==> src/hw/f8_config.svh <==
`ifndef F8_CONFIG_SVH
`define F8_CONFIG_SVH

// byte address into the unified memory
`define F8_ADDR_W 16

// word address into either byte bank
`define F8_BANK_ADDR_W 15

// first instruction fetched after reset
`define F8_RESET_VECTOR 16'h4000

`endif

==> src/hw/f8_pkg.sv <==
`include "f8_config.svh"

package f8_pkg;

	typedef enum logic [7:0]
	{
		NOP = 8'h00,
		TRAP = 8'h01,
		ADD_XL_IMMD = 8'h10,
		SUB_XL_IMMD = 8'h11,
		AND_XL_IMMD = 8'h12,
		OR_XL_IMMD = 8'h13,
		XOR_XL_IMMD = 8'h14,
		ADD_XL_DIR = 8'h18,
		SUB_XL_DIR = 8'h19,
		INC_XL = 8'h20,
		DEC_XL = 8'h21,
		CLR_XL = 8'h22,
		LD_XL_IMMD = 8'h30,
		LD_XL_DIR = 8'h31,
		LD_XL_YL = 8'h32,
		LDW_Y_IMMD = 8'h38,
		LD_DIR_XL = 8'h40,
		LDW_DIR_Y = 8'h41,
		JP_IMMD = 8'h50,
		JR_D = 8'h58,
		JRZ_D = 8'h59,
		JRNZ_D = 8'h5a,
		JRC_D = 8'h5b,
		JRNC_D = 8'h5c
	} opcode_t;

	// bit positions in the 8-bit flag word
	typedef enum logic [2:0]
	{
		FLAG_C = 3'd1,
		FLAG_N = 3'd2,
		FLAG_Z = 3'd3
	} flag_idx_t;

	// instruction bytes 1 and 2, byte 1 in the low half
	typedef union packed
	{
		logic [15:0] word;
		struct packed
		{
			logic [7:0] hi;
			logic [7:0] d8;
		} b;
	} inst_tail_u;

	function automatic logic [`F8_ADDR_W-1:0] opcode_size(opcode_t op);
		case (op)
			ADD_XL_IMMD, SUB_XL_IMMD, AND_XL_IMMD, OR_XL_IMMD, XOR_XL_IMMD,
			LD_XL_IMMD, JR_D, JRZ_D, JRNZ_D, JRC_D, JRNC_D:
				return 2;
			ADD_XL_DIR, SUB_XL_DIR, LD_XL_DIR, LDW_Y_IMMD, LD_DIR_XL, LDW_DIR_Y, JP_IMMD:
				return 3;
			default:
				return 1;
		endcase
	endfunction

	function automatic logic opcode_loads_upper(opcode_t op);
		return opcode_size(op) == 3;
	endfunction

	function automatic logic opcode_loads_operand(opcode_t op);
		return op == ADD_XL_DIR || op == SUB_XL_DIR || op == LD_XL_DIR;
	endfunction

endpackage

==> src/hw/f8_state_if.sv <==
`timescale 1ns/1ps

interface f8_state_if;
	logic [15:0] x;
	logic [15:0] y;
	logic [7:0] f;
	logic [15:0] pc;
	logic [15:0] next_pc;
	logic [7:0] next_f;
	// 0 selects x, 1 selects y
	logic reg_wr_sel;
	logic [15:0] reg_wr_data;
	logic [1:0] reg_wr_en;

	modport regs(output x, y, f, pc,
		input next_pc, next_f, reg_wr_sel, reg_wr_data, reg_wr_en);
	modport exec(input x, y, f, pc,
		output next_pc, next_f, reg_wr_sel, reg_wr_data, reg_wr_en);
	modport fetch(input pc, next_pc);
endinterface

==> src/hw/f8_bank_split.sv <==
`timescale 1ns/1ps
`include "f8_config.svh"

module f8_bank_split
(
	input logic clk,
	input logic reset,
	input logic [`F8_ADDR_W-1:0] read_addr,
	output logic [15:0] read_word,
	input logic [`F8_ADDR_W-1:0] write_addr,
	input logic [15:0] write_data,
	input logic [1:0] write_en,
	output logic [`F8_BANK_ADDR_W-1:0] mem_read_addr_even,
	output logic [`F8_BANK_ADDR_W-1:0] mem_read_addr_odd,
	input logic [7:0] mem_read_data_even,
	input logic [7:0] mem_read_data_odd,
	output logic [`F8_BANK_ADDR_W-1:0] mem_write_addr_even,
	output logic [`F8_BANK_ADDR_W-1:0] mem_write_addr_odd,
	output logic [7:0] mem_write_data_even,
	output logic [7:0] mem_write_data_odd,
	output logic mem_write_en_even,
	output logic mem_write_en_odd
);
	localparam logic [`F8_BANK_ADDR_W-1:0] BANK_ZERO = '0;

	logic read_odd;

	// an odd access starts in the odd bank and wraps into the next even word
	assign mem_read_addr_odd = read_addr[`F8_ADDR_W-1:1];
	assign mem_read_addr_even = read_addr[`F8_ADDR_W-1:1] + (BANK_ZERO | read_addr[0]);

	always_ff @(posedge clk)
	begin
		if (reset)
			read_odd <= 1'b0;
		else
			read_odd <= read_addr[0];
	end

	assign read_word = read_odd ? {mem_read_data_even, mem_read_data_odd} :
		{mem_read_data_odd, mem_read_data_even};

	assign mem_write_addr_odd = write_addr[`F8_ADDR_W-1:1];
	assign mem_write_addr_even = write_addr[`F8_ADDR_W-1:1] + (BANK_ZERO | write_addr[0]);
	assign mem_write_data_even = write_addr[0] ? write_data[15:8] : write_data[7:0];
	assign mem_write_data_odd = write_addr[0] ? write_data[7:0] : write_data[15:8];
	assign mem_write_en_even = write_addr[0] ? write_en[1] : write_en[0];
	assign mem_write_en_odd = write_addr[0] ? write_en[0] : write_en[1];
endmodule

==> src/hw/f8_core.sv <==
`timescale 1ns/1ps
`include "f8_config.svh"

module f8_core
(
	input logic clk,
	input logic reset,
	output logic [`F8_BANK_ADDR_W-1:0] mem_read_addr_even,
	output logic [`F8_BANK_ADDR_W-1:0] mem_read_addr_odd,
	input logic [7:0] mem_read_data_even,
	input logic [7:0] mem_read_data_odd,
	output logic [`F8_BANK_ADDR_W-1:0] mem_write_addr_even,
	output logic [`F8_BANK_ADDR_W-1:0] mem_write_addr_odd,
	output logic [7:0] mem_write_data_even,
	output logic [7:0] mem_write_data_odd,
	output logic mem_write_en_even,
	output logic mem_write_en_odd,
	output logic trap
);
	import f8_pkg::*;

	logic [`F8_ADDR_W-1:0] read_addr;
	logic [15:0] read_word;
	logic [`F8_ADDR_W-1:0] write_addr;
	logic [15:0] write_data;
	logic [1:0] write_en;
	opcode_t opcode;
	inst_tail_u tail;
	logic execute;

	f8_state_if st();

	f8_registers f8_registers_i(.clk(clk), .reset(reset), .st(st.regs));

	f8_fetch f8_fetch_i(.clk(clk), .reset(reset), .st(st.fetch), .read_word(read_word),
		.read_addr(read_addr), .opcode(opcode), .tail(tail), .execute(execute));

	f8_execute f8_execute_i(.st(st.exec), .opcode(opcode), .tail(tail), .read_word(read_word),
		.execute(execute), .write_addr(write_addr), .write_data(write_data),
		.write_en(write_en), .trap(trap));

	f8_bank_split f8_bank_split_i(.clk(clk), .reset(reset), .read_addr(read_addr),
		.read_word(read_word), .write_addr(write_addr), .write_data(write_data),
		.write_en(write_en), .mem_read_addr_even(mem_read_addr_even),
		.mem_read_addr_odd(mem_read_addr_odd), .mem_read_data_even(mem_read_data_even),
		.mem_read_data_odd(mem_read_data_odd), .mem_write_addr_even(mem_write_addr_even),
		.mem_write_addr_odd(mem_write_addr_odd), .mem_write_data_even(mem_write_data_even),
		.mem_write_data_odd(mem_write_data_odd), .mem_write_en_even(mem_write_en_even),
		.mem_write_en_odd(mem_write_en_odd));
endmodule

==> src/hw/f8_execute.sv <==
`timescale 1ns/1ps

module f8_execute
(
	f8_state_if.exec st,
	input f8_pkg::opcode_t opcode,
	input f8_pkg::inst_tail_u tail,
	input logic [15:0] read_word,
	input logic execute,
	output logic [15:0] write_addr,
	output logic [15:0] write_data,
	output logic [1:0] write_en,
	output logic trap
);
	import f8_pkg::*;

	localparam logic REG_X = 1'b0;
	localparam logic REG_Y = 1'b1;

	logic [7:0] xl;
	logic [7:0] operand;
	logic [7:0] add_b;
	logic add_cin;
	logic [8:0] sum;
	logic [7:0] logic_result;

	assign xl = st.x[7:0];
	assign operand = opcode_loads_operand(opcode) ? read_word[7:0] : tail.b.d8;
	assign trap = execute && opcode == TRAP;

	// one adder for add, sub, inc and dec; carry out is the no-borrow flag on subtraction
	always_comb
	begin
		add_b = operand;
		add_cin = 1'b0;
		case (opcode)
			SUB_XL_IMMD, SUB_XL_DIR:
			begin
				add_b = ~operand;
				add_cin = 1'b1;
			end
			INC_XL:
			begin
				add_b = 8'h00;
				add_cin = 1'b1;
			end
			DEC_XL:
			begin
				add_b = 8'hfe;
				add_cin = 1'b1;
			end
			default:
			begin
			end
		endcase
		sum = {1'b0, xl} + {1'b0, add_b} + {8'h00, add_cin};
	end

	always_comb
	begin
		case (opcode)
			AND_XL_IMMD:
				logic_result = xl & operand;
			OR_XL_IMMD:
				logic_result = xl | operand;
			XOR_XL_IMMD:
				logic_result = xl ^ operand;
			LD_XL_YL:
				logic_result = st.y[7:0];
			default:
				logic_result = operand;
		endcase
	end

	always_comb
	begin
		logic taken;
		st.next_pc = st.pc;
		st.next_f = st.f;
		st.reg_wr_sel = REG_X;
		st.reg_wr_data = '0;
		st.reg_wr_en = 2'b00;
		write_addr = tail.word;
		write_data = '0;
		write_en = 2'b00;
		case (opcode)
			JR_D:
				taken = 1'b1;
			JRZ_D:
				taken = st.f[FLAG_Z];
			JRNZ_D:
				taken = !st.f[FLAG_Z];
			JRC_D:
				taken = st.f[FLAG_C];
			JRNC_D:
				taken = !st.f[FLAG_C];
			default:
				taken = 1'b0;
		endcase
		if (execute)
		begin
			st.next_pc = st.pc + opcode_size(opcode);
			case (opcode)
				ADD_XL_IMMD, SUB_XL_IMMD, ADD_XL_DIR, SUB_XL_DIR, INC_XL, DEC_XL:
				begin
					st.reg_wr_data = {sum[7:0], sum[7:0]};
					st.reg_wr_en = 2'b01;
					st.next_f[FLAG_C] = sum[8];
					st.next_f[FLAG_N] = sum[7];
					st.next_f[FLAG_Z] = sum[7:0] == 8'h00;
				end
				AND_XL_IMMD, OR_XL_IMMD, XOR_XL_IMMD, LD_XL_IMMD, LD_XL_DIR, LD_XL_YL:
				begin
					st.reg_wr_data = {logic_result, logic_result};
					st.reg_wr_en = 2'b01;
					st.next_f[FLAG_N] = logic_result[7];
					st.next_f[FLAG_Z] = logic_result == 8'h00;
				end
				CLR_XL:
					st.reg_wr_en = 2'b01;
				LDW_Y_IMMD:
				begin
					// word load sets N and Z from the full 16 bits
					st.reg_wr_sel = REG_Y;
					st.reg_wr_data = tail.word;
					st.reg_wr_en = 2'b11;
					st.next_f[FLAG_N] = tail.word[15];
					st.next_f[FLAG_Z] = tail.word == 16'h0000;
				end
				LD_DIR_XL:
				begin
					write_data = {8'h00, xl};
					write_en = 2'b01;
				end
				LDW_DIR_Y:
				begin
					write_data = st.y;
					write_en = 2'b11;
				end
				JP_IMMD:
					st.next_pc = tail.word;
				JR_D, JRZ_D, JRNZ_D, JRC_D, JRNC_D:
				begin
					// displacement counts from the address of the jr opcode
					if (taken)
						st.next_pc = st.pc + {{8{tail.b.d8[7]}}, tail.b.d8};
				end
				TRAP:
					st.next_pc = st.pc;
				default:
				begin
				end
			endcase
		end
	end
endmodule

==> src/hw/f8_fetch.sv <==
`timescale 1ns/1ps

module f8_fetch
(
	input logic clk,
	input logic reset,
	f8_state_if.fetch st,
	input logic [15:0] read_word,
	output logic [15:0] read_addr,
	output f8_pkg::opcode_t opcode,
	output f8_pkg::inst_tail_u tail,
	output logic execute
);
	import f8_pkg::*;

	typedef enum logic [1:0]
	{
		PH_NEW,
		PH_UPPER,
		PH_OPERAND
	} phase_t;

	phase_t phase;
	phase_t next_phase;
	// read_word holds no instruction in the first cycle after reset
	logic word_valid;
	opcode_t held_opcode;
	inst_tail_u held_tail;

	always_comb
	begin
		next_phase = PH_NEW;
		execute = 1'b0;
		read_addr = st.next_pc;
		opcode = opcode_t'(read_word[7:0]);
		tail.word = {8'h00, read_word[15:8]};
		case (phase)
			PH_NEW:
			begin
				if (word_valid)
				begin
					if (opcode_loads_upper(opcode))
					begin
						next_phase = PH_UPPER;
						read_addr = st.pc + 16'd2;
					end
					else
						execute = 1'b1;
				end
			end
			PH_UPPER:
			begin
				// byte 2 arrives in the low half of the word read at pc+2
				opcode = held_opcode;
				tail.word = {read_word[7:0], held_tail.b.d8};
				if (opcode_loads_operand(opcode))
				begin
					next_phase = PH_OPERAND;
					read_addr = tail.word;
				end
				else
					execute = 1'b1;
			end
			default:
			begin
				opcode = held_opcode;
				tail = held_tail;
				execute = 1'b1;
			end
		endcase
	end

	always_ff @(posedge clk)
	begin
		if (reset)
		begin
			phase <= PH_NEW;
			word_valid <= 1'b0;
		end
		else
		begin
			phase <= next_phase;
			word_valid <= 1'b1;
		end
	end

	always_ff @(posedge clk)
	begin
		held_opcode <= opcode;
		held_tail <= tail;
	end
endmodule

==> src/hw/f8_registers.sv <==
`timescale 1ns/1ps
`include "f8_config.svh"

module f8_registers
(
	input logic clk,
	input logic reset,
	f8_state_if.regs st
);
	import f8_pkg::*;

	// only C, N and Z exist, the rest of f reads zero
	localparam logic [7:0] FLAG_MASK = (8'h01 << FLAG_C) | (8'h01 << FLAG_N) | (8'h01 << FLAG_Z);

	always_ff @(posedge clk)
	begin
		if (st.reg_wr_en[0])
		begin
			if (st.reg_wr_sel)
				st.y[7:0] <= st.reg_wr_data[7:0];
			else
				st.x[7:0] <= st.reg_wr_data[7:0];
		end
		if (st.reg_wr_en[1])
		begin
			if (st.reg_wr_sel)
				st.y[15:8] <= st.reg_wr_data[15:8];
			else
				st.x[15:8] <= st.reg_wr_data[15:8];
		end
	end

	always_ff @(posedge clk)
	begin
		if (reset)
		begin
			st.pc <= `F8_RESET_VECTOR;
			st.f <= '0;
		end
		else
		begin
			st.pc <= st.next_pc;
			st.f <= st.next_f & FLAG_MASK;
		end
	end
endmodule

==> config.mk <==
export PLATFORM = sky130hd
export DESIGN_NAME = f8_core
export DESIGN_NICKNAME = d
export VERILOG_FILES = /design/src/hw/f8_pkg.sv /design/src/hw/f8_state_if.sv /design/src/hw/f8_bank_split.sv /design/src/hw/f8_core.sv /design/src/hw/f8_execute.sv /design/src/hw/f8_fetch.sv /design/src/hw/f8_registers.sv
export VERILOG_INCLUDE_DIRS = /design/src /design/src/hw
export SDC_FILE = /design/constraint.sdc
export NUM_CORES = 1
export LEC_CHECK = 0
export BUFFER_PORTS_ARGS = -buffer_cell sky130_fd_sc_hd__buf_4
export CELL_PAD_IN_SITES_DETAIL_PLACEMENT = 1
export CELL_PAD_IN_SITES_GLOBAL_PLACEMENT = 2
export CORE_MARGIN = 1.5
export CORE_UTILIZATION = 38
export CTS_BUF_LIST = sky130_fd_sc_hd__clkbuf_4 sky130_fd_sc_hd__clkbuf_8 sky130_fd_sc_hd__clkbuf_16
export CTS_CLUSTER_SIZE = 24
export DETAILED_ROUTE_END_ITERATION = 6
export PLACE_DENSITY_LB_ADDON = 0.1
export RECOVER_POWER = 25
export SETUP_SLACK_MARGIN = 0.15
export SLEW_MARGIN = 20
export SYNTH_ARGS = -nofsm -noshare
export SYNTH_HDL_FRONTEND = slang
export SYNTH_SLANG_ARGS = --single-unit
==> constraint.sdc <==
create_clock -name clk -period 15 [get_ports clk]
set_input_delay 0 -clock clk [delete_from_list [all_inputs] [get_ports clk]]
set_output_delay 0 -clock clk [all_outputs]
set_load 0.05 [all_outputs]
Word level (Yosys, flattened, before mapping):

Index checks and enable logic that the tools add are counted.

* register bits after elaboration: 71
* latch bits: 0
* bits in writable memories: 0
* bits in read-only memories: 0
* output and inout bits: 79
* logic and storage cells: 140
* memories: 0

* add/sub/neg operators: 7
* multiply operators: 0
* divide/modulo/power cells: 0
* $lt $le $gt $ge: 0
* equal/unequal tests: 46
* shift operators: 0
* muxes and demuxes: 44
* bitwise logic cells: 5
* reductions and logical operators: 27

Operators with widths (count)
* $mux 16: 10
* $eq 8x5->1 const B: 16
* $eq 8x7->1 const B: 16
* $pmux 16 s2: 3
* $pmux 16 s3: 2
* $eq 8x6->1 const B: 11
* $mux 8: 5
* $add 16x16->16: 2
* $pmux 8 s4: 1
* $add 15x1->15: 2
* $pmux 8 s3: 1
* $reduce_or 11->1: 2
* $pmux 2 s2: 5
* $add 16x2->16 const B: 1
* $eq 16x2->1 const B: 1
* $logic_not 16->1: 1
* $logic_not 8->1: 2
* $reduce_or 7->1: 2
* $reduce_or 13->1: 1
* $reduce_or 6->1: 2
* $mux 1: 10
* $reduce_and 2->1: 5
* $add 8x8->9: 1
* $add 9x1->9: 1
* 19 further kinds: 26

Logic depth before layout (Yosys ltp):

Gate-level depths: netlist of run 1.

* depth after elaboration: 19
* gate-level depth with buffers: 25

Cells and area by module:

A second synthesis of run 1 with hierarchy kept.

* cell total of the unflattened synthesis: 962
* area total of the unflattened synthesis: 8155.3 um2

Modules (own cells, without submodules)
* f8_execute: times used 1, cells an instance 562, area each 3736.1 um2
* f8_fetch: times used 1, cells an instance 173, area each 1651.6 um2
* f8_registers: times used 1, cells an instance 81, area each 1547.7 um2
* f8_bank_split: times used 1, cells an instance 146, area each 1219.9 um2

Least setup slack after synthesis of run 1:

OpenSTA, ideal clock, no wires.

* kind: reg2out
* from: register f8_fetch_i.phase[0]
* to: output port mem_read_addr_even[14]
* arrival time: 5.459 ns
* data required time: 15.000 ns
* slack: 9.541 ns
* stages on the path, launching flop included: 17
* path buffers: 3
* cell sequence: dfxtp_1 -> or2_1 -> buf_2 -> clkbuf_1 -> clkbuf_1 -> o21ai_1 -> ha_1 -> a21oi_1 -> o21ai_0 -> or3b_2 -> a2111oi_0 -> a2111oi_0 -> a222oi_1 -> o2111ai_1 -> and4b_1 -> nand4_1 -> xnor2_1

* elaborated cells on any way between the ends: 40
* those cells by class: 3 x add/sub; 20 x eq/ne; 13 x mux; 4 x reduce/logical

RTL lines
* start, declared: RTL line f8_fetch.sv:23 `phase_t phase;`
* start signal, assigned: RTL line f8_fetch.sv:82 `phase <= next_phase;`
* $eq 2x1->1 / $logic_not 2->1 (equally long branches): RTL line f8_fetch.sv:37 `case (phase)`
* $pmux 16 s2 *: RTL line f8_fetch.sv:37
* named net f8_bank_split_i.write_addr[7]: RTL line f8_bank_split.sv:10 `` input logic [`F8_ADDR_W-1:0] write_addr, ``
* $add 16x16->16 *: RTL line f8_execute.sv:146 `st.next_pc = st.pc + {{8{tail.b.d8[7]}}, tail.b.d8};`
* $mux 16 *: RTL line f8_execute.sv:145 `if (taken)`
* $pmux 16 s3 *: RTL line f8_execute.sv:103 `case (opcode)`
* $mux 16 *: RTL line f8_execute.sv:100 `if (execute)`
* $mux 16: RTL line f8_fetch.sv:42 `if (opcode_loads_upper(opcode))`
* $mux 16: RTL line f8_fetch.sv:40 `if (word_valid)`
* $pmux 16 s2 *: RTL line f8_fetch.sv:37
* named net f8_bank_split_i.read_addr[9]: RTL line f8_bank_split.sv:8 `` input logic [`F8_ADDR_W-1:0] read_addr, ``
* $add 15x1->15 *: RTL line f8_bank_split.sv:30 `` assign mem_read_addr_even = read_addr[`F8_ADDR_W-1:1] + (BANK_ZERO | read_addr[0]); ``
* end, declared: RTL line f8_core.sv:8 `` output logic [`F8_BANK_ADDR_W-1:0] mem_read_addr_even, ``

Mark *: on every way through the listed nets, which the timed path passes. The rest lies on a longest branch. The select of a mux whose other input is x is not followed.

Final worst setup path of run 1:

* from: register f8_bank_split_i.read_odd
* to: output port mem_read_addr_even[14]

* elaborated cells on any way between the ends: 65
* those cells by class: 3 x add/sub; 38 x eq/ne; 19 x mux; 5 x reduce/logical

RTL lines
* start, declared: RTL line f8_bank_split.sv:26 `logic read_odd;`
* start signal, assigned: RTL line f8_bank_split.sv:37 `read_odd <= read_addr[0];`
* $mux 16 *: RTL line f8_bank_split.sv:40 `assign read_word = read_odd ? {mem_read_data_even, mem_read_data_odd} :`
* $mux 8 *: RTL line f8_fetch.sv:37
* named net f8_execute_i.opcode[5]: RTL line f8_execute.sv:6 `input f8_pkg::opcode_t opcode,`
* $eq 8x5->1 (tied with other cells): RTL line f8_pkg.sv:53 `case (op)`
* $reduce_or 11->1 / $reduce_or 7->1 (equally long branches): RTL line f8_pkg.sv:53
* $pmux 2 s2: RTL line f8_pkg.sv:53
* $mux 16: RTL line f8_execute.sv:100
* $add 16x16->16: RTL line f8_execute.sv:102 `st.next_pc = st.pc + opcode_size(opcode);`
* $mux 16: RTL line f8_execute.sv:145
* $pmux 16 s3 *: RTL line f8_execute.sv:103
* $mux 16 *: RTL line f8_execute.sv:100
* $mux 16: RTL line f8_fetch.sv:42
* $mux 16: RTL line f8_fetch.sv:40
* $pmux 16 s2 *: RTL line f8_fetch.sv:37
* $add 15x1->15 *: RTL line f8_bank_split.sv:30

Marked as above.

==> results of run 1 <==
[registers in the layout, indices dropped and copies added (netlist names)]
name	flops
f8_bank_split_i.read_odd	1
f8_fetch_i.held_opcode	8
f8_fetch_i.held_tail	16
f8_fetch_i.phase	2
f8_fetch_i.word_valid	1
f8_registers_i.st.f	2
f8_registers_i.st.pc	16
f8_registers_i.st.x	8
f8_registers_i.st.y	16
[report_power, final]
group | total [mW] | switching [mW] | leakage [nW] | internal [mW]
logic | 0.282 | 0.196 | 2.67 | 0.0863
clock network | 0.251 | 0.0885 | 0.158 | 0.163
registers | 0.217 | 0.0131 | 0.597 | 0.204
[kinds of logic (layout without fill, tap and decap cells)]
family	Yosys count	after routing
adders and majority gates	50	50
AOI/OAI and AO/OA	292	292
and+or+nand+nor	320	320
xor gates and xnor gates	58	58
buffers and inverters	136	189
muxes	36	36
DFF	70	70
[critical path: stages, from the launching register on]
cell	delay, ns
dfxtp_1	0.31
clkbuf_1	1.02
mux2_4	0.41
a21boi_0	1.43
inv_1	0.42
nor3_2	0.44
nand2_1	0.15
nor3_1	0.25
nor2_1	0.07
nand4_1	0.13
inv_1	0.08
fa_1	0.41
nor2b_1	0.31
nand2_1	0.14
nor3_1	0.48
nand3_1	0.22
a31oi_1	0.20
o22ai_1	0.11
or3_1	0.31
o21ai_0	0.42
nand4_1	0.18
xnor2_1	0.18
buf_4	0.22
[area by class of cell]
cell class                      instances  area, um2  area share, %
Multi-Input combinational cell        756       5260           61.2
Inverter                               53        199           2.32
Clock inverter                          7        121           1.41
Clock buffer                            9        225           2.62
Tap cell                              265        332           3.86
Timing Repair Buffer                  120        813           9.47
Sequential cell                        70       1640           19.1
[metrics by stage]
stage / setup slack (ns) / util, % / std cells / hold WS [ns] / area [um2]
3_3_place_gp: 8.79 / 42.9 / 1263 / 0.346 / 8340
4_1_cts: 8.20 / 44.7 / 1280 / 0.0219 / 8700
2_1_floorplan: 9.54 / - / 962 / 0.0691 / 7550
5_1_grt: 5.84 / 44.1 / 1280 / 0.111 / 8590
6_report: 6.74 / 44.1 / 1280 / 0.0808 / 8590
3_5_place_dp: 8.58 / 42.9 / 1263 / 0.346 / 8340
[final timing paths]
kind	start	endpoint	slack [ns]	cells after the start
hold reg to reg	f8_registers_i.st.f[3]	f8_registers_i.st.f[3]	0.53	2
hold / removal	mem_read_data_odd[5]	f8_fetch_i.held_tail[5]	0.08	3
setup reg to reg	f8_bank_split_i.read_odd	f8_registers_i.st.f[3]	7.33	21
setup / recovery	f8_bank_split_i.read_odd	mem_read_addr_even[14]	6.74	22
[cell usage after synthesis (all sizes together) (11+ instances only)]
master | instances | area share, %
clkbuf | 36 | 1.8
xor2 | 22 | 2.6
mux2i | 23 | 3.4
nor4 | 12 | 1.2
o22ai | 11 | 0.91
nand4 | 20 | 1.7
dfxtp | 46 | 12
nor3 | 27 | 2.1
o211ai | 15 | 1.5
a21o | 11 | 1.1
edfxtp | 24 | 9.5
mux2 | 13 | 2.0
xnor2 | 36 | 4.2
inv | 52 | 2.6
o21ai | 52 | 3.7
and2 | 16 | 1.3
buf | 47 | 4.2
ha | 46 | 7.6
a21oi | 62 | 4.1
nand3 | 22 | 1.5
and3 | 12 | 0.99
nor2 | 75 | 3.8
nand2 | 94 | 4.7
a22o | 32 | 3.7
[metal layers]
layer | wire [um] | part of all wire (%)
met5 | 0 | 0
met2 | 12100 | 40
met4 | 800 | 2.6
met3 | 2170 | 7.1
met1 | 15200 | 50
[repair_timing]
action / in CTS / in global routing
endpoints found under the hold margin: 11 / 0
gates resized for setup: 0 / 0
hold buffers: 1 / 0
==> key figures, run 1 <==
Status
  – Status: finished with violations
  – Failing checks: max-capacitance violations, max-slew violations

Routing
  – Starting DRT DRC Count: 734
  – Wirelength per Cell: 23.7 um
  – DRC: 0
  – Routed via count: 7756
  – Routed WL: 30300 um
  – DRT Pass-1 Iters: 5
  – Final ANT Viol Nets: 0
  – Vias per inst: 6.06

Clock network
  – Post-CTS Setup Bufs: 0
  – Clk_lat worst skew: 0.35 ns
  – Worst-path clk slew: 0.06 ns
  – TritonCTS Buffers: 9
  – CTS root buffer: clkbuf_16
  – H-tree levels: 3
  – CTS Sinks: 70
  – CTS tree: done
  – CTS max path bufs: 2

Global route
  – Total GRT Usage: 29.5%
  – Met3 usage: 5.07%
  – Grt met1 use: 45.8%
  – Vias in the first global route: 7287
  – Largest net degree at the start of global routing: 28
  – First-pass GRT wire length: 45400 um
  – GRT busiest layer: met1
  – Grt ovf: 0
  – GRT met2 Usage: 40.5%
  – Initial antenna violation count: 0

Worst setup path
  – Critical path type: flip-flop to output pin
  – Worst EP arrival: 8.26 ns
  – Critical path fanouts, max: 27
  – CP Data Required Time: 15.00 ns
  – CP Launch Type: flip-flop
  – Crit end category: output pin

Timing
  – Slew headroom: -26.5%
  – Final hold viol count: 0
  – RSZ-0062 raised after global routing: false
  – Fin crit share: 55.0%
  – Max Transition Viols Final: 28
  – Post-route clock skew: 0.0111 ns
  – Setup TNS: 0 ns
  – Setup violations, final: 0
  – Crit path time final: 8.26 ns
  – Worst-Margin Slew: 1.88 ns
  – Max Fclk: 0.121 GHz

Power
  – LEAKAGE: 3.42 nW
  – Overall power: 0.751 mW
  – Pwr per Cell Area: 87.5 nW/um2
  – Max rail drop VDD: 0.0612 mV

Yosys
  – Syn_nets: 1030
  – Synthesis-stage register bit count: 70
  – Largest family of logic cells by synthesized area: compound AO/OA/AOI/OAI gates
  – Distinct cells, synth: 87
  – Mux contribution to synthesized area: 5.37%
  – Post-synth EDFFs: 24
  – Synth Area in XOR/XNOR: 6.73%
  – Synth async-reset ratio: 0%
  – Dominant synthesized flop cell: dfxtp_1
  – Post-Synth Simple-Gate Area: 21.3%
  – Mean Syn Cell Area: 7.85 um2
  – Sequential-to-total area share from yosys stat: 21.7%
  – Area of the mapped netlist: 7550 um2
  – Synth Area in Compound Gates: 27.6%
  – Synth warnings: 0
  – Synth Area in Adders: 8.68%
  – Syn Inst Count: 962

Die
  – Row count: 51
  – Die height: 144 um
  – Top-Level Pins: 97
  – Core footprint: 19500 um2
  – Die W: 144 um
  – Initial Util: 38.8%
  – Die area: 20700 um2

Finish
  – Commonest non-fill, non-tap cells in the layout: 95 x buf_4, 93 x nand2_1, 74 x nor2_1
  – Area Growth Syn to Fin: 13.7%
  – Fraction of layout cells with a size suffix above 1: 14.8%
  – Commonest non-fill, non-tap cell in the layout: buf_4
  – Fillers: 2392
  – Antenna Cells: 0
  – Final Net Count: 1078

Run
  – Max Cap Viol: 2

Placement
  – Port Buffers: 96
  – Placer Congestion: 0.908
  – Post-DP HPWL: 23700 um

Min path
  – Hold Crit Class: input pin to flip-flop
Note: power is estimated with default switching activity, not from simulation.
==> run 2, diff against run 1 <==
CORE_UTILIZATION = 32   (was 38)
clock period = 7.5 ns   (was 15 ns; I/O delays follow)
==> key figures, run 2 (synthesized netlist as in run 1, its figures left out) <==
Power
  – Overall power: 1.47 mW (+95%)
  – LEAKAGE: 3.45 nW (+0.88%)
  – Max rail drop VDD: 0.0910 mV (+49%)
  – Pwr per Cell Area: 169 nW/um2 (+93%)

Status
  – Status: complete, no violations

Die
  – Initial Util: 32.4% (-6.4 points)
  – Core footprint: 23300 um2 (+20%)
  – Die area: 24500 um2 (+18%)
  – Die W: 157 um (+8.8%)
  – Top-Level Pins: 97 (unchanged)
  – Die height: 157 um (+8.8%)
  – Row count: 56 (+9.8%)

Clock network
  – CTS max path bufs: 2 (unchanged)
  – TritonCTS Buffers: 9 (unchanged)
  – Post-cts resize count: 0 (unchanged)
  – CTS Sinks: 70 (unchanged)
  – CTS tree: done
  – CTS root buffer: clkbuf_16
  – Worst-path clk slew: 0.06 ns (about the same)
  – Clk_lat worst skew: 0.35 ns (about the same)
  – H-tree levels: 3 (unchanged)

Timing
  – Fin crit share: 89.7%
  – Setup violations, final: 0 (unchanged)
  – Max Fclk: 0.149 GHz
  – Post-route clock skew: 0.00863 ns (-0.00249 ns)
  – Setup TNS: 0 ns (unchanged)
  – Slew headroom: 2.37% (+29 points)
  – RSZ-0062 raised after global routing: false
  – Crit path time final: 6.73 ns
  – Final hold viol count: 0 (unchanged)
  – Worst-Margin Slew: 1.45 ns (-0.429 ns)
  – Max Transition Viols Final: 0 (-100%)

Finish
  – Commonest non-fill, non-tap cell in the layout: buf_4
  – Final Net Count: 1082 (+0.37%)
  – Fraction of layout cells with a size suffix above 1: 15.8% (+1.0 points)
  – Area Growth Syn to Fin: 14.7%
  – Antenna Cells: 0 (unchanged)
  – Commonest non-fill, non-tap cells in the layout: 105 x buf_4, 93 x nand2_1, 74 x nor2_1
  – Largest regs: f8_fetch_i.held_tail: 16 flops, f8_registers_i.st.pc: 16 flops, f8_registers_i.st.y: 16 flops

Worst setup path
  – Crit end category: output pin
  – CP Data Required Time: 7.50 ns (-7.50 ns)
  – Worst EP arrival: 6.73 ns (-1.53 ns)
  – Slowest Stage Delay on Critical Path: 0.73 ns (-0.70 ns)
  – CP Launch Type: flip-flop
  – Worst path cell trace: mux2_1, mux2i_1, inv_2, nor3_2, nand2_1, nor3_1, nor2_1, nand4_1, inv_1, fa_1, nor2b_1, nand2_1, nor3_1, nand3_1, a31oi_1, o22ai_1, or3_1, o21ai_0, nand4_1, xnor2_1, buf_4
  – Top Family by Delay on Critical Path: simple AND/OR/NAND/NOR gates
  – Critical path fanouts, max: 27 (unchanged)
  – Buf/Inv on CP: 3 (-1)
  – Critical path type: flip-flop to output pin
  – Critical Path Slowest Stage Cell: dfxtp_2

Placement
  – Port Buffers: 96 (unchanged)
  – Post-DP HPWL: 25300 um (+6.9%)
  – Placer Congestion: 0.874 (-3.7%)

Routing
  – Vias per inst: 5.83 (-3.8%)
  – Starting DRT DRC Count: 656 (-11%)
  – Final ANT Viol Nets: 0 (unchanged)
  – Wirelength per Cell: 24.3 um (+2.7%)
  – Routed WL: 32500 um (+7.3%)
  – DRC: 0 (unchanged)
  – DRT Pass-1 Iters: 5 (unchanged)
  – Routed via count: 7801 (+0.58%)

Run
  – Max Cap Viol: 0 (-2)

Global route
  – Vias in the first global route: 7504 (+3.0%)
  – Grt ovf: 0 (unchanged)
  – Total GRT Usage: 26.7% (-2.8 points)
  – Largest net degree at the start of global routing: 28 (unchanged)
  – First-pass GRT wire length: 48400 um (+6.5%)
  – Initial antenna violation count: 0 (unchanged)

Min path
  – Hold Crit Class: input pin to flip-flop
## run 2: cell count changes in the layout (fill, tap and decap cells not counted), moves of 2 or more
cell	before	now
buf_4	95	105
bufinv_16	3	1
clkbuf_1	24	18
inv_6	1	3
o21ai_1	7	4
o21ai_2	1	3
## run 2: repair_timing
action / CTS / global route
endpoints found under the hold margin: 1 / 0
hold buffers: 1 / 0
buffers inserted: 0 / 0
## run 2: layout make-up
type                            instances  area, um2
Inverter                               53        199
Fill cell                            2877      14700
Timing Repair Buffer                  124        866
Clock inverter                          7       80.1
Tap cell                              319        399
Sequential cell                        70       1640
Multi-Input combinational cell        756       5250
Clock buffer                            9        225
## run 2: power breakdown
part	leakage (nW)	internal (mW)	switching [mW]
Sequential	0.597	0.409	0.0312
Clock	0.143	0.262	0.194
Combinational	2.71	0.175	0.396
Total	3.45	0.846	0.621
## run 2: metrics by stage
| stage | hold WS [ns] | cells | util [%] | setup slack, ns | cell area, um2 |
|---|---|---|---|---|---|
| global route | 0.287 | 1338 | 37.1 | 0.282 | 8670 |
| detailed placement | 0.358 | 1321 | 36.1 | 0.882 | 8430 |
| floorplan | 0.0691 | 962 | - | 2.04 | 7550 |
| global placement | 0.362 | 1321 | 36.1 | 1.05 | 8430 |
| finish | 0.256 | 1338 | 37.1 | 0.772 | 8670 |
| CTS | 0.217 | 1338 | 37.5 | 0.512 | 8750 |
## run 2: layer usage
layer  vias up  routed length, um  GRT usage, %
met4         0                761          7.48
met2       295              13100          37.7
met3        39               2060          3.05
met1      3827              16600          41.7
li1       3640                  -             -
met5         -                  0             0
## run 2: worst reg2reg max path, delay by kind of cell (launching register included)
| family | cells | cell delay [ns] |
|---|---|---|
| AOI/OAI and AO/OA | 11 | 2.96 |
| xor gates and xnor gates | 1 | 0.12 |
| adders and majority gates | 1 | 0.31 |
| buffers and inverters | 1 | 0.22 |
| DFF | 1 | 0.73 |
| muxes | 2 | 1.03 |
| and+or+nand+nor | 3 | 0.59 |
## run 2: path summary, 6_finish.rpt
| check | startpoint | end | slack [ns] | depth (start not counted) |
|---|---|---|---|---|
| worst max-delay path | f8_bank_split_i.read_odd | mem_read_addr_even[14] | 0.77 | 21 |
| worst max register to register | f8_bank_split_i.read_odd | f8_registers_i.st.y[7] | 1.24 | 19 |
| worst min register to register | f8_registers_i.st.f[3] | f8_registers_i.st.f[3] | 0.50 | 2 |
| worst min-delay path | mem_read_data_odd[0] | f8_fetch_i.held_tail[0] | 0.26 | 4 |
==> run 3, diff against run 2 <==
GPL_TIMING_DRIVEN = 0   (was default)
==> key figures, run 3 (synthesized netlist as in run 1, its figures left out) <==
Timing
  – Max Fclk: 0.144 GHz (-3.1%)
  – RSZ-0062 raised after global routing: false
  – Setup violations, final: 0 (unchanged)
  – Crit path time final: 6.94 ns (+0.212 ns)
  – Worst-Margin Slew: 1.72 ns (+0.267 ns)
  – Setup TNS: 0 ns (unchanged)
  – Max Transition Viols Final: 19 (+19)
  – Slew headroom: -15.6% (-18 points)
  – Fin crit share: 92.5% (+2.8 points)
  – Post-route clock skew: 0.00704 ns (-0.00159 ns)
  – Final hold viol count: 0 (unchanged)

Finish
  – Post-layout util: 38.8% (+1.7 points)
  – Fraction of layout cells with a size suffix above 1: 17.9% (+2.1 points)
  – Final Net Count: 1141 (+5.5%)
  – Layout Cells excl Fill: 1398 (+4.5%)
  – Commonest non-fill, non-tap cell in the layout: buf_4
  – Fillers: 2894 (+0.59%)
  – Largest regs: f8_fetch_i.held_tail: 16 flops, f8_registers_i.st.pc: 16 flops, f8_registers_i.st.y: 16 flops
  – Area Growth Syn to Fin: 19.9%
  – Commonest non-fill, non-tap cells in the layout: 112 x buf_4, 93 x nand2_1, 73 x nor2_1

Worst setup path
  – Critical R2R Capture: f8_registers_i.st.f[3]
  – CP Launch Type: flip-flop
  – Critical Path Slowest Stage Cell: nor4_2
  – Crit end category: output pin
  – Worst EP arrival: 6.94 ns (+0.21 ns)
  – Critical path type: flip-flop to output pin
  – Worst path cell trace: buf_6, mux2_2, o21ai_0, inv_2, nor4_2, and2_1, buf_2, nor2_1, nand4_1, inv_1, fa_1, nor2b_1, nand2_1, nor3_1, xnor2_1, nor3_1, nor2_1, a31oi_1, a221o_1, and4b_1, nand4_1, xnor2_1, buf_4
  – R2r worst-path depth: 21 (+2)
  – CP endpoint: mem_read_addr_even[14]
  – Critical path fanouts, max: 10 (-63%)
  – Slowest Stage Delay on Critical Path: 0.70 ns (-0.03 ns)
  – CP Data Required Time: 7.50 ns (about the same)
  – R2R Setup Slk: 1.37 ns (+0.13 ns)
  – Reg2reg start: f8_fetch_i.phase[1]
  – Crit path from: f8_bank_split_i.read_odd

Placement
  – Inst Count DP: 1380 (+4.5%)
  – Post-DP HPWL: 25600 um (+1.1%)
  – Placer Congestion: 0.891 (+1.9%)
  – Port Buffers: 96 (unchanged)

Min path
  – Hold path cells: 4 (unchanged)
  – Hold Crit Class: input pin to flip-flop

Status
  – Status: finished with violations
  – Failing checks: max-capacitance violations, max-slew violations

Run
  – Max Cap Viol: 3 (+3)

Routing
  – DRT Pass-1 Iters: 5 (unchanged)
  – Final ANT Viol Nets: 0 (unchanged)
  – Vias per inst: 5.72 (-1.9%)
  – DRC: 0 (unchanged)
  – Wirelength per Cell: 23.2 um (-4.3%)
  – Routed via count: 7999 (+2.5%)
  – Routed WL: 32500 um (about the same)
  – Starting DRT DRC Count: 673 (+2.6%)

Power
  – LEAKAGE: 3.67 nW (+6.3%)
  – Max rail drop VDD: 0.0881 mV (-3.3%)
  – P_int: 0.962 mW (+14%)
  – Clk pwr share: 34.1% (+3.0 points)
  – Pwr per Cell Area: 174 nW/um2 (+2.8%)
  – Switching Fraction: 38.9% (-3.4 points)
  – Register share of total power: 27.2% (-2.8 points)
  – Gate power share: 38.7% (-0.2 points)
  – Switch Pwr: 0.613 mW (-1.3%)

Global route
  – Total GRT Usage: 26.7% (about the same)
  – Vias in the first global route: 7691 (+2.5%)
  – Initial antenna violation count: 2 (+2)
  – First-pass GRT wire length: 48600 um (+0.40%)
  – Grt ovf: 0 (unchanged)
  – Largest net degree at the start of global routing: 17 (-39%)

Die
  – Die height: 157 um (unchanged)
  – Die W: 157 um (unchanged)
  – Top-Level Pins: 97 (unchanged)
  – Row count: 56 (unchanged)
  – Core footprint: 23300 um2 (unchanged)
  – Die area: 24500 um2 (unchanged)
  – Initial Util: 32.4% (unchanged)

Clock network
  – CTS tree: done
  – TritonCTS Buffers: 9 (unchanged)
  – H-tree levels: 3 (unchanged)
  – CTS Sinks: 70 (unchanged)
  – CTS root buffer: clkbuf_16
  – CTS max path bufs: 2 (unchanged)
  – Worst-path clk slew: 0.06 ns (about the same)
  – Post-CTS Setup Bufs: 0 (unchanged)
  – Clk_lat worst skew: 0.35 ns (about the same)
[run 3: changes by cell type in the layout (fill, tap and decap cells not counted), moves of 3 or more]
cell       change
clkbuf_1      +29
buf_2         +12
buf_4          +7
clkbuf_4       +6
bufinv_16      +3
inv_6          -3
mux2_1         -3
mux2_2         +3
[run 3: timing repair]
item	4_1_cts	5_1_grt
gates resized for setup	0	1
setup endpoints to repair	0	3
endpoints found under the hold margin	3	0
hold buffers	1	0
[run 3: worst max-delay path, delay by kind of cell, from the launching register on]
family	cells	cell delay, ns
buffers and inverters	5	0.97
adders and majority gates	1	0.41
AOI/OAI and AO/OA	3	1.37
muxes	1	0.39
DFF	1	0.33
xor gates and xnor gates	2	0.31
and+or+nand+nor	11	2.81
[run 3: power by group through the flow]
| stage | clock network (mW) | registers (mW) | logic (mW) |
|---|---|---|---|
| 6_report | 0.537 | 0.428 | 0.610 |
| 5_1_grt | 0.554 | 0.430 | 0.652 |
| 4_1_cts | 0.542 | 0.428 | 0.613 |
| 3_5_place_dp | 0 | 0.436 | 0.609 |
| 3_3_place_gp | 0 | 0.436 | 0.597 |
| 2_1_floorplan | 0 | 0.427 | 0.419 |
[run 3: layout make-up]
type                            instances  area, um2  share of cell area [%]
Clock inverter                          7        136                    1.51
Sequential cell                        70       1640                    18.1
Clock buffer                            9        225                    2.49
Tap cell                              319        399                    4.41
Buffer                                 83        453                    5.00
Inverter                               53        199                    2.20
Timing Repair Buffer                  100        737                    8.14
Multi-Input combinational cell        756       5260                    58.1
Antenna cell                            1       2.50                  0.0276
[run 3: metrics by stage]
step / power (mW) / worst slack, ns / hold WS (ns) / cell area, um2
after floorplan: 0.846 / 2.04 / 0.0691 / 7550
after global placement: 1.03 / 0.496 / 0.240 / 8670
after detailed placement: 1.04 / 0.923 / 0.242 / 8760
after CTS: 1.58 / 0.536 / 0.323 / 9130
after global routing: 1.64 / 0.110 / 0.379 / 9050
final: 1.57 / 0.559 / 0.351 / 9050
[run 3: worst min-delay path by stage]
stage,startpoint,end,slack [ns]
final,mem_read_data_odd[5],f8_fetch_i.held_opcode[5],0.35
after detailed placement,reset,f8_registers_i.st.f[3],0.24
after global routing,mem_read_data_odd[4],f8_fetch_i.held_tail[4],0.38
after CTS,mem_read_data_even[1],f8_fetch_i.held_opcode[1],0.32
after global placement,reset,f8_registers_i.st.f[1],0.24
after floorplan,reset,f8_registers_i.st.pc[3],0.07
[run 3: routing by layer]
layer  part of all wire (%)  global-route usage, %  up-vias  wire (um)
met5                      0                      0        -          0
met4                    1.2                   5.44        0        406
met3                    5.4                   3.02       25       1750
met2                     42                   38.8      283      13500
met1                     52                   41.6     3936      16800
li1                       -                      -     3755          -
